## src/logic/fetch_pkg.sv

```systemverilog
package fetch_pkg;

    // fetch controller states
    typedef enum logic [2:0] {
        IDLE  = 3'd0,
        REQ   = 3'd1,
        WAIT  = 3'd2,
        DRAIN = 3'd3,
        HOLD  = 3'd4
    } fetch_state_t;

    // exception code carried with each fetched entry
    typedef enum logic [2:0] {
        NONE         = 3'd0,
        ADEL         = 3'd1,
        TLBL_REFILL  = 3'd2,
        TLBL_INVALID = 3'd3,
        IBE          = 3'd4
    } fexc_t;

    // where a flush sends the next fetch
    typedef enum logic [1:0] {
        EXC    = 2'd0,
        REFILL = 2'd1,
        ERET   = 2'd2
    } redirect_t;

    // boot rom entry, kseg1
    localparam logic [31:0] RESET_VECTOR = 32'hbfc0_0000;

    // general exception entry with BEV set
    localparam logic [31:0] EXC_VECTOR = 32'hbfc0_0380;

    // tlb refill entry with BEV set
    localparam logic [31:0] REFILL_VECTOR = 32'hbfc0_0200;

    // kseg0/kseg1 share this top pair, direct mapped
    localparam logic [1:0] UNMAPPED_SEG = 2'b10;

endpackage

```

## src/logic/pc_gen.sv

```systemverilog
module pc_gen import fetch_pkg::*; (
    input  logic        clk,
    input  logic        reset,
    input  logic        advance,
    input  logic        br_valid,
    input  logic [31:0] br_target,
    input  logic        flush,
    input  redirect_t   flush_kind,
    input  logic [31:0] epc,
    output logic [19:0] tlb_vpn,
    input  logic [19:0] tlb_pfn,
    input  logic        tlb_refill,
    input  logic        tlb_invalid,
    output logic [31:0] sram_addr,
    output logic [31:0] fetch_pc,
    output fexc_t       fetch_exc,
    output logic        issue_pc_ok
);

    // candidate pc for the next fetch
    logic [31:0] pc;
    // pc of the fetch already issued
    logic [31:0] req_pc;
    logic        pend_valid;
    logic [31:0] pend_target;
    logic [31:0] redirect_pc;
    logic        unmapped;

    always_comb begin
        case (flush_kind)
            REFILL:  redirect_pc = REFILL_VECTOR;
            EXC:     redirect_pc = EXC_VECTOR;
            default: redirect_pc = epc;
        endcase
    end

    always_ff @(posedge clk) begin
        if (reset) begin
            pc <= RESET_VECTOR;
        end else if (flush) begin
            pc <= redirect_pc;
        end else if (advance) begin
            // a branch seen in the issue cycle steers the next fetch
            if (br_valid) begin
                pc <= br_target;
            end else if (pend_valid) begin
                pc <= pend_target;
            end else begin
                pc <= pc + 32'd4;
            end
        end
    end

    // one pending branch, used by the next issue
    always_ff @(posedge clk) begin
        if (reset) begin
            pend_valid <= 1'b0;
        end else if (flush || advance) begin
            pend_valid <= 1'b0;
        end else if (br_valid) begin
            pend_valid <= 1'b1;
        end
    end

    always_ff @(posedge clk) begin
        if (br_valid) begin
            pend_target <= br_target;
        end
    end

    always_ff @(posedge clk) begin
        if (advance) begin
            req_pc <= pc;
        end
    end

    // a fault fetch loads in its own advance cycle
    assign fetch_pc = advance ? pc : req_pc;

    assign unmapped  = pc[31:30] == UNMAPPED_SEG;
    assign tlb_vpn   = pc[31:12];
    assign sram_addr = unmapped ? {3'b000, pc[28:0]} : {tlb_pfn, pc[11:0]};

    // alignment first, tlb result only for mapped pages
    always_comb begin
        if (pc[1:0] != 2'b00) begin
            fetch_exc = ADEL;
        end else if (!unmapped && tlb_refill) begin
            fetch_exc = TLBL_REFILL;
        end else if (!unmapped && tlb_invalid) begin
            fetch_exc = TLBL_INVALID;
        end else begin
            fetch_exc = NONE;
        end
    end

    assign issue_pc_ok = fetch_exc == NONE;

endmodule

```

## src/logic/fetch_ctrl.sv

```systemverilog
module fetch_ctrl import fetch_pkg::*; (
    input  logic  clk,
    input  logic  reset,
    input  logic  flush,
    input  logic  issue_pc_ok,
    input  fexc_t fetch_exc,
    output logic  sram_req,
    input  logic  sram_addr_ok,
    input  logic  sram_data_ok,
    input  logic  buf_free,
    input  logic  timed_out,
    output logic  advance,
    output logic  word_load,
    output fexc_t load_exc,
    output logic  timer_run,
    output logic  timer_clear
);

    fetch_state_t state;
    fetch_state_t next_state;
    logic         owed_after_flush;
    // data_ok still expected from the bus
    logic         owed;

    always_ff @(posedge clk) begin
        if (reset) begin
            state <= IDLE;
        end else begin
            state <= next_state;
        end
    end

    always_comb begin
        next_state  = state;
        sram_req    = 1'b0;
        advance     = 1'b0;
        word_load   = 1'b0;
        load_exc    = NONE;
        timer_run   = 1'b0;
        timer_clear = 1'b0;
        case (state)
            IDLE: begin
                if (buf_free) begin
                    next_state = REQ;
                end
            end
            REQ: begin
                if (issue_pc_ok) begin
                    sram_req = 1'b1;
                    if (sram_addr_ok) begin
                        advance     = 1'b1;
                        timer_clear = 1'b1;
                        next_state  = WAIT;
                    end
                end else begin
                    // fault fetch, no bus request
                    advance    = 1'b1;
                    word_load  = !flush;
                    load_exc   = fetch_exc;
                    next_state = HOLD;
                end
            end
            WAIT: begin
                if (sram_data_ok) begin
                    word_load  = !flush;
                    next_state = IDLE;
                end else if (timed_out) begin
                    // late data_ok still owed
                    word_load  = !flush;
                    load_exc   = IBE;
                    next_state = DRAIN;
                end else begin
                    timer_run = !flush;
                end
            end
            DRAIN: begin
                if (sram_data_ok) begin
                    next_state = IDLE;
                end
            end
            HOLD: begin
                // the faulting entry ends the stream until a redirect
                next_state = HOLD;
            end
            default: begin
                next_state = IDLE;
            end
        endcase

        // a data_ok in the flush cycle itself counts as drained
        owed_after_flush = ((state == WAIT || state == DRAIN) && !sram_data_ok)
                         || (sram_req && sram_addr_ok);
        if (flush) begin
            next_state = owed_after_flush ? DRAIN : REQ;
        end
    end

    always_ff @(posedge clk) begin
        if (reset) begin
            owed <= 1'b0;
        end else if (sram_req && sram_addr_ok) begin
            owed <= 1'b1;
        end else if (sram_data_ok) begin
            owed <= 1'b0;
        end
    end

    one_in_flight: assert property (@(posedge clk) disable iff (reset)
        owed |-> !sram_req);

endmodule

```

## src/logic/fetch_wait_timer.sv

```systemverilog
module fetch_wait_timer #(
    parameter int unsigned WAIT_LIMIT = 16
) (
    input  logic clk,
    input  logic reset,
    input  logic run,
    input  logic clear,
    output logic timed_out
);

    localparam int CW = $clog2(WAIT_LIMIT + 1);

    logic [CW-1:0] count;

    // saturates at the limit
    always_ff @(posedge clk) begin
        if (reset || clear) begin
            count <= '0;
        end else if (run && count != CW'(WAIT_LIMIT)) begin
            count <= count + 1'b1;
        end
    end

    assign timed_out = count == CW'(WAIT_LIMIT);

    run_clear_exclusive: assert property (@(posedge clk) disable iff (reset)
        !(clear && run));

endmodule

```

## src/logic/inst_buffer.sv

```systemverilog
module inst_buffer import fetch_pkg::*; (
    input  logic        clk,
    input  logic        reset,
    input  logic        flush,
    input  logic        load,
    input  logic [31:0] load_word,
    input  logic [31:0] load_pc,
    input  fexc_t       load_exc,
    output logic        buf_free,
    output logic        inst_valid,
    input  logic        inst_ready,
    output logic [31:0] inst_word,
    output logic [31:0] inst_pc,
    output fexc_t       inst_exc
);

    always_ff @(posedge clk) begin
        if (reset) begin
            inst_valid <= 1'b0;
        end else if (flush) begin
            inst_valid <= 1'b0;
        end else if (load) begin
            inst_valid <= 1'b1;
        end else if (inst_ready) begin
            inst_valid <= 1'b0;
        end
    end

    always_ff @(posedge clk) begin
        if (load) begin
            // faulted entries carry no word
            inst_word <= (load_exc == NONE) ? load_word : 32'd0;
            inst_pc   <= load_pc;
            inst_exc  <= load_exc;
        end
    end

    // empty, or handing its entry over this cycle
    assign buf_free = !inst_valid || inst_ready;

    hold_while_stalled: assert property (@(posedge clk) disable iff (reset)
        inst_valid && !inst_ready && !flush |=>
            inst_valid && $stable(inst_word) && $stable(inst_pc) && $stable(inst_exc));

endmodule

```

## src/logic/fetch_top.sv

```systemverilog
module fetch_top import fetch_pkg::*; #(
    parameter int unsigned WAIT_LIMIT = 16
) (
    input  logic        clk,
    input  logic        reset,
    input  logic        br_valid,
    input  logic [31:0] br_target,
    input  logic        flush,
    input  redirect_t   flush_kind,
    input  logic [31:0] epc,
    output logic [19:0] tlb_vpn,
    input  logic [19:0] tlb_pfn,
    input  logic        tlb_refill,
    input  logic        tlb_invalid,
    output logic        sram_req,
    output logic [31:0] sram_addr,
    input  logic        sram_addr_ok,
    input  logic        sram_data_ok,
    input  logic [31:0] sram_rdata,
    output logic        inst_valid,
    input  logic        inst_ready,
    output logic [31:0] inst_word,
    output logic [31:0] inst_pc,
    output fexc_t       inst_exc
);

    logic        advance;
    logic        issue_pc_ok;
    logic [31:0] fetch_pc;
    fexc_t       fetch_exc;
    logic        buf_free;
    logic        word_load;
    fexc_t       load_exc;
    logic        timer_run;
    logic        timer_clear;
    logic        timed_out;

    pc_gen u_pc_gen (
        .clk         (clk),
        .reset       (reset),
        .advance     (advance),
        .br_valid    (br_valid),
        .br_target   (br_target),
        .flush       (flush),
        .flush_kind  (flush_kind),
        .epc         (epc),
        .tlb_vpn     (tlb_vpn),
        .tlb_pfn     (tlb_pfn),
        .tlb_refill  (tlb_refill),
        .tlb_invalid (tlb_invalid),
        .sram_addr   (sram_addr),
        .fetch_pc    (fetch_pc),
        .fetch_exc   (fetch_exc),
        .issue_pc_ok (issue_pc_ok)
    );

    fetch_ctrl u_fetch_ctrl (
        .clk          (clk),
        .reset        (reset),
        .flush        (flush),
        .issue_pc_ok  (issue_pc_ok),
        .fetch_exc    (fetch_exc),
        .sram_req     (sram_req),
        .sram_addr_ok (sram_addr_ok),
        .sram_data_ok (sram_data_ok),
        .buf_free     (buf_free),
        .timed_out    (timed_out),
        .advance      (advance),
        .word_load    (word_load),
        .load_exc     (load_exc),
        .timer_run    (timer_run),
        .timer_clear  (timer_clear)
    );

    fetch_wait_timer #(
        .WAIT_LIMIT (WAIT_LIMIT)
    ) u_wait_timer (
        .clk       (clk),
        .reset     (reset),
        .run       (timer_run),
        .clear     (timer_clear),
        .timed_out (timed_out)
    );

    inst_buffer u_inst_buffer (
        .clk        (clk),
        .reset      (reset),
        .flush      (flush),
        .load       (word_load),
        .load_word  (sram_rdata),
        .load_pc    (fetch_pc),
        .load_exc   (load_exc),
        .buf_free   (buf_free),
        .inst_valid (inst_valid),
        .inst_ready (inst_ready),
        .inst_word  (inst_word),
        .inst_pc    (inst_pc),
        .inst_exc   (inst_exc)
    );

endmodule

```

## config.mk

```make
export PLATFORM = sky130hd
export DESIGN_NAME = fetch_top
export DESIGN_NICKNAME = d
export VERILOG_FILES = /design/src/logic/fetch_pkg.sv /design/src/logic/pc_gen.sv /design/src/logic/fetch_ctrl.sv /design/src/logic/fetch_wait_timer.sv /design/src/logic/inst_buffer.sv /design/src/logic/fetch_top.sv
export SDC_FILE = /design/constraint.sdc
export NUM_CORES = 1
export LEC_CHECK = 0
export BUFFER_PORTS_ARGS = -buffer_cell sky130_fd_sc_hd__buf_2
export CAP_MARGIN = 20
export CORE_MARGIN = 4
export CORE_UTILIZATION = 55
export DETAILED_ROUTE_END_ITERATION = 7
export HOLD_SLACK_MARGIN = 0.15
export PLACE_DENSITY = 0.85
export SYNTH_ARGS = -nofsm -noshare
export SYNTH_HDL_FRONTEND = slang
export SYNTH_HIERARCHICAL = 1
export SYNTH_SLANG_ARGS = --single-unit
```

## constraint.sdc

```tcl
create_clock -name clk -period 7.26 [get_ports clk]
set_input_delay 1.089 -clock clk [delete_from_list [all_inputs] [get_ports clk]]
set_output_delay 1.089 -clock clk [all_outputs]
set_load 0.02 [all_outputs]
```

* Yosys cells after proc, flatten, opt, wreduce, memory -nomap -nowiden
Index checks and enable logic that the tools add are counted.
Word-level totals: register bits 173, output and inout port bits 121, logic and storage cells 87
Cells by class: mux-type cells 39, reductions and logical operators 24, equal/unequal tests 12, add/subtract/negate cells 2
Operators by type and width (count):
- two-way mux 32 bit | 6
- case mux 32 bit (2 select lines) | 1
- two-way mux 3 bit | 12
- adder 32 x 3 -> 32 bit, second input constant | 1
- two-way mux 1 bit | 15
- case mux 3 bit (5 select lines) | 1
- logical NOT 3 bit | 3
- inequality test 4 bit, second input constant | 2
- equality test 3 x 2 -> 1 bit, second input constant | 2
- inequality test 3 bit, second input constant | 2
- case mux 3 bit (2 select lines) | 1
- nonzero test 2 bit | 3
- adder 5 x 1 -> 5 bit, second input constant | 1
- equality test 5 bit, second input constant | 1
- logical AND 1 bit | 5
- logical OR 1 bit | 5
- inequality test 5 bit, second input constant | 1
- logical NOT 1 bit | 4
- two-way mux 2 bit | 2
- AND reduction 4 bit | 1
- OR reduction 2 bit | 2
- equality test 3 x 1 -> 1 bit, second input constant | 1
- equality test 3 bit, second input constant | 1
- equality test 2 x 1 -> 1 bit, second input constant | 1
- 3 further kinds | 3

* Depth between registers and ports, before layout
depth in word-level cells 13, depth in mapped cells 14

* By module
The synthesis kept the hierarchy.
By module, submodules not included:
- pc_gen | cells each 498, area an instance 4895.9 sq um, sequential area each 2262.2 sq um, times used 1
- inst_buffer | cells each 107, area an instance 2299.7 sq um, sequential area each 2031.9 sq um, times used 1
- fetch_ctrl | cells each 38, area an instance 304.0 sq um, sequential area each 60.1 sq um, times used 1
- fetch_wait_timer | cells each 29, area an instance 281.5 sq um, sequential area each 100.1 sq um, times used 1

* Worst setup path before layout
Ideal clock, no wire load.
path type in2reg, start input tlb_refill, end register u_inst_buffer.inst_exc[0], enable pin, data arrival time 3203 ps, data required time 6829 ps, buffers on the path 0, setup slack 3626 ps, cell stages on the path 6, cell sequence nand3b_1 -> nand2_1 -> nor2_1 -> nand2b_1 -> nor2_1 -> o21a_1
Between the ends: cells in the longest elaborated chain, start to end 6
RTL lines:
- from (decl) | RTL line fetch_top.sv:13 | input logic tlb_refill,
- logical AND 1 bit | RTL line pc_gen.sv:88 | end else if (!unmapped && tlb_refill) begin
- two-way mux 3 bit | RTL line pc_gen.sv:88
- two-way mux 3 bit | RTL line pc_gen.sv:86 | if (pc[1:0] != 2'b00) begin
- named net fetch_exc[0] | RTL line fetch_top.sv:30 | fexc_t fetch_exc;
- logical NOT 3 bit | RTL line pc_gen.sv:97 | assign issue_pc_ok = fetch_exc == NONE;
- named net issue_pc_ok | RTL line fetch_top.sv:28 | logic issue_pc_ok;
- two-way mux 1 bit | RTL line fetch_ctrl.sv:48 | if (issue_pc_ok) begin
- case mux 1 bit (2 select lines) | RTL line fetch_ctrl.sv:41 | case (state)
- named net word_load | RTL line fetch_top.sv:32 | logic word_load;
- to (signal assigned) | RTL line inst_buffer.sv:34 | inst_exc <= load_exc;
- to (decl) | RTL line inst_buffer.sv:14 | output fexc_t inst_exc
The timed path passes the listed nets, and every way through them passes these cells. A chain may end at the register's enable or synchronous reset.

* Final worst setup path
start register u_pc_gen.pc[30], end register u_pc_gen.pc[17]
Between the ends: cells in the longest elaborated chain, start to end 10, elaborated cells on any way between the ends 11, those cells by class eq/ne: 1; mux: 5; reduce/logical: 5
RTL lines:
- from (decl) | RTL line pc_gen.sv:21 | logic [31:0] pc;
- from (signal assigned) | RTL line pc_gen.sv:41 | pc <= redirect_pc;
- from (signal assigned) | RTL line pc_gen.sv:45 | pc <= br_target;
- from (signal assigned) | RTL line pc_gen.sv:47 | pc <= pend_target;
- equality test 2 bit (*) | RTL line pc_gen.sv:80 | assign unmapped = pc[31:30] == UNMAPPED_SEG;
- logical NOT 1 bit (*) | RTL line pc_gen.sv:88, pc_gen.sv:90
- logical AND 1 bit | RTL line pc_gen.sv:90 | end else if (!unmapped && tlb_invalid) begin
- two-way mux 2 bit | RTL line pc_gen.sv:90
- two-way mux 3 bit (*) | RTL line pc_gen.sv:88
- two-way mux 3 bit (*) | RTL line pc_gen.sv:86
- named net fetch_exc[0] | RTL line fetch_top.sv:30
- logical NOT 3 bit (*) | RTL line pc_gen.sv:97
- named net issue_pc_ok | RTL line fetch_top.sv:28
- two-way mux 1 bit (*) | RTL line fetch_ctrl.sv:48
- two-way mux 1 bit (*) | RTL line fetch_ctrl.sv:41
- named net advance | RTL line fetch_top.sv:27 | logic advance;
- nonzero test 2 bit (no line) (*)
Mark *: on every way through the listed nets, which the timed path passes. The rest lies on a longest branch.

==> results.yml <==
status:
  status: "finished clean"
grt:
  antenna_found_initial: 4
  grtUsageTotal_pct: 25.6
  grt_pass1_wl_um: 32000
  grt_max_degree: 69
  grt_overflow_total: 0
  grt_pass1_vias: 6006
layout:
  multi_input_area_um2: 3060
  synthToLayoutAreaGrowth_pct: 24.1
  mostFrequentLayoutCells: "247 x buf_2, 99 x edfxtp_1, 74 x dfxtp_1"
  fin_area_um2: 9660
  drive_gt1_share_pct: 38.8
  area.sequential_um2: 4450
  nets: 1022
  layout_commonest_cell: "buf_2"
  nFillCells: 1042
synthesis:
  yosys_warnings: 6
  ys_seq_area_share_pct: 57.2
  syn_nets: 802
  synthArstFlopShare_pct: 0
  syn_area_um2: 7780
  synth_area_leaders: "edfxtp_1 38%, dfxtp_1 19%, mux2_2 7.1%, and2_1 3.1%, a21oi_1 2.3%"
  synth_cell_type_count: 71
  synth.avg_cell_area_um2: 11.6
  yosysTopAreaCellShare_pct: 38.2
  synth_edf_count: 99
  synthFlopType: "edfxtp_1"
  synth.largest_area_cell: "edfxtp_1"
  synthCells: 672
  ys_seq_elements: 173
die:
  row_count: 43
  die_area_um2: 16100
  die_y_um: 127
  start_util_pct: 56.1
  core-area_um2: 13900
  die_w_um: 127
  ios: 248
power_and_ir_drop:
  p_per_area_nw_per_um2: 268
  ir_drop_v: 0.000199
  power.total_mw: 2.58
  p_leak_nw: 3.82
route:
  drc: 0
  drt-vias-per-instance: 5.86
  wirelength_um: 21400
  ant_nets: 0
  drt_iter0_drc: 664
  first_pass_iters: 5
  wire_per_inst_um: 19.6
  vias: 6385
sta:
  hold_viol: 0
  tns_ps: 0
  finalClockSkew_ps: 9.06
  rsz0062_at_grt: "false"
  worstMarginPinSlew_ps: 1030
  maxSlewViolCount: 0
  hold_ws_ps: 475
  maxSlewHeadroom_pct: 31.1
  setup_viol: 0
  max_freq_mhz: 269
  setup_ws_ps: 3540
  period_share_pct: 51.2
  period_needed_ps: 3720
critical_path:
  critical-path-slowest-cell: "nor2_1"
  worst-r2r-cell-count: 10
  critPathCaptureType: "register"
  path_cells: "nand2b_1 -> nand3b_1 -> nand2_1 -> nor2_1 -> nor2b_1 -> nor3_2 -> buf_4 -> nor2_1 -> a221oi_1 -> a2111oi_1"
  start_kind: "register"
  crit_fanout: 66
  slowest_delay_ps: 880
  path_class: "reg2reg"
  cp.arrival_ps: 4020
  regToRegSetupSlack_ps: 3540
  reg2reg_to: "u_pc_gen/pc[17]$_SDFFE_PP0P_"
  cp.required_ps: 7560
  path_common_cell: "nor2_1"
  r2r-start: "u_pc_gen/pc[30]$_SDFFE_PP0P_"
min_path:
  hold_end: "u_pc_gen/req_pc[5]$_DFF_P_"
  hold_depth: 1
  worstHoldStart: "u_pc_gen/req_pc[5]$_DFF_P_"
  holdCritPathClass: "reg2reg"
cts:
  clock_sinks: 173
  clock_latency_ps: 430
  clockBufferDepth: 2
  root_buffer: "clkbuf_16"
  clk_pin_slew_ps: 60
  h-tree-depth: 4
  cts_resized: 0
  cts_hold_buf: 0
  cts_tree: "yes"
  cts_buffers: 17
  post_cts.repair.setup_buffers: 0
placed_design:
  dpl-instance-area_um2: 9050
  io_buffers: 247
  gp_congestion: 0.875
  hpwl_um: 14800
  pre_cts_ws_ps: 3350
flow_run:
  cap_violations: 0
==> worst max path at each step <==
stage	startpoint	slack (ps)	endpoint
floorplan	tlb_refill	3630	u_inst_buffer/inst_exc[0]$_DFFE_PP_
global placement	tlb_refill	3520	u_pc_gen/pc[11]$_SDFFE_PP0P_
detailed placement	tlb_invalid	3350	u_pc_gen/pc[17]$_SDFFE_PP0P_
CTS	u_pc_gen/pc[30]$_SDFFE_PP0P_	3630	u_pc_gen/pc[17]$_SDFFE_PP0P_
global route	u_pc_gen/pc[30]$_SDFFE_PP0P_	3350	u_pc_gen/pc[17]$_SDFFE_PP0P_
finish	u_pc_gen/pc[30]$_SDFFE_PP0P_	3540	u_pc_gen/pc[17]$_SDFFE_PP0P_
==> cells by family (layout without fill, tap and decap cells) <==
| group | count (synthesis) | after routing | share of synthesized area [%] |
|---|---|---|---|
| AO/OA/AOI/OAI | 139 | 139 | 12.6 |
| other | 1 | 6 | 0.0482 |
| AND/OR/NAND/NOR | 223 | 223 | 16.4 |
| flip-flops | 173 | 173 | 57.2 |
| adder cells (fa/ha/maj) | 3 | 3 | 0.482 |
| buffers and inverters | 62 | 295 | 3.60 |
| XOR/XNOR | 20 | 20 | 2.25 |
| multiplexers | 51 | 51 | 7.35 |
==> worst max-delay path, delay by kind of cell (launching register included) <==
family,cells,cell delay [ps]
and+or+nand+nor,7,2210
buffers and inverters,1,350
DFF,1,370
AOI/OAI and AO/OA,2,630
==> flip-flops by register name, summed over array words and instances, names as in the netlist <==
| register | flops |
|---|---|
| u_fetch_ctrl/state | 3 |
| u_pc_gen/pc | 32 |
| u_wait_timer/count | 5 |
| u_pc_gen/pend_target | 32 |
| u_inst_buffer/inst_pc | 32 |
| u_inst_buffer/inst_valid | 1 |
| u_inst_buffer/inst_exc | 3 |
| u_pc_gen/pend_valid | 1 |
| u_inst_buffer/inst_word | 32 |
| u_pc_gen/req_pc | 32 |
==> area by class of cell <==
cell class | instances | share of cell area [%]
sequential | 173 | 46.1
multi-input combinational | 437 | 31.7
timing repair buffer | 252 | 13.2
clock buffer | 22 | 4.91
tap | 180 | 2.33
clock inverter | 10 | 1.19
inverter | 11 | 0.428
antenna | 5 | 0.130
==> synth_stat cells (all sizes together) (6+ instances only) <==
cell	count
a2111oi	6
a21oi	35
a221oi	10
a22oi	10
a31oi	6
and2	38
and4	7
buf	26
clkbuf	25
dfxtp	74
edfxtp	99
inv	11
mux2	49
nand2	44
nand2b	12
nand3	6
nand4	21
nor2	44
nor3	18
nor4	7
o21ai	19
o22ai	10
o311ai	7
xnor2	10
xor2	10
==> where the power goes <==
| group | total, mW | internal [mW] | switching, mW |
|---|---|---|---|
| Clock | 0.900 | 0.533 | 0.367 |
| Sequential | 1.22 | 1.16 | 0.0610 |
| Combinational | 0.459 | 0.188 | 0.271 |
| Total | 2.58 | 1.88 | 0.700 |
==> per-stage QoR <==
stage / utilization [%] / instances
after floorplan: - / 672
after global placement: 65.2 / 1053
after detailed placement: 65.2 / 1053
after CTS: 69.5 / 1085
after global routing: 69.5 / 1089
final: 69.6 / 1090
==> metal layers <==
layer	track usage, %	part of all wire [%]	vias to the layer above
met1	32.4	39	3034
li1	-	-	2970
met4	9.97	2.4	0
met5	0	0	-
met3	5.85	7.7	40
met2	42.7	51	341
(Power assumes the default switching activity.)
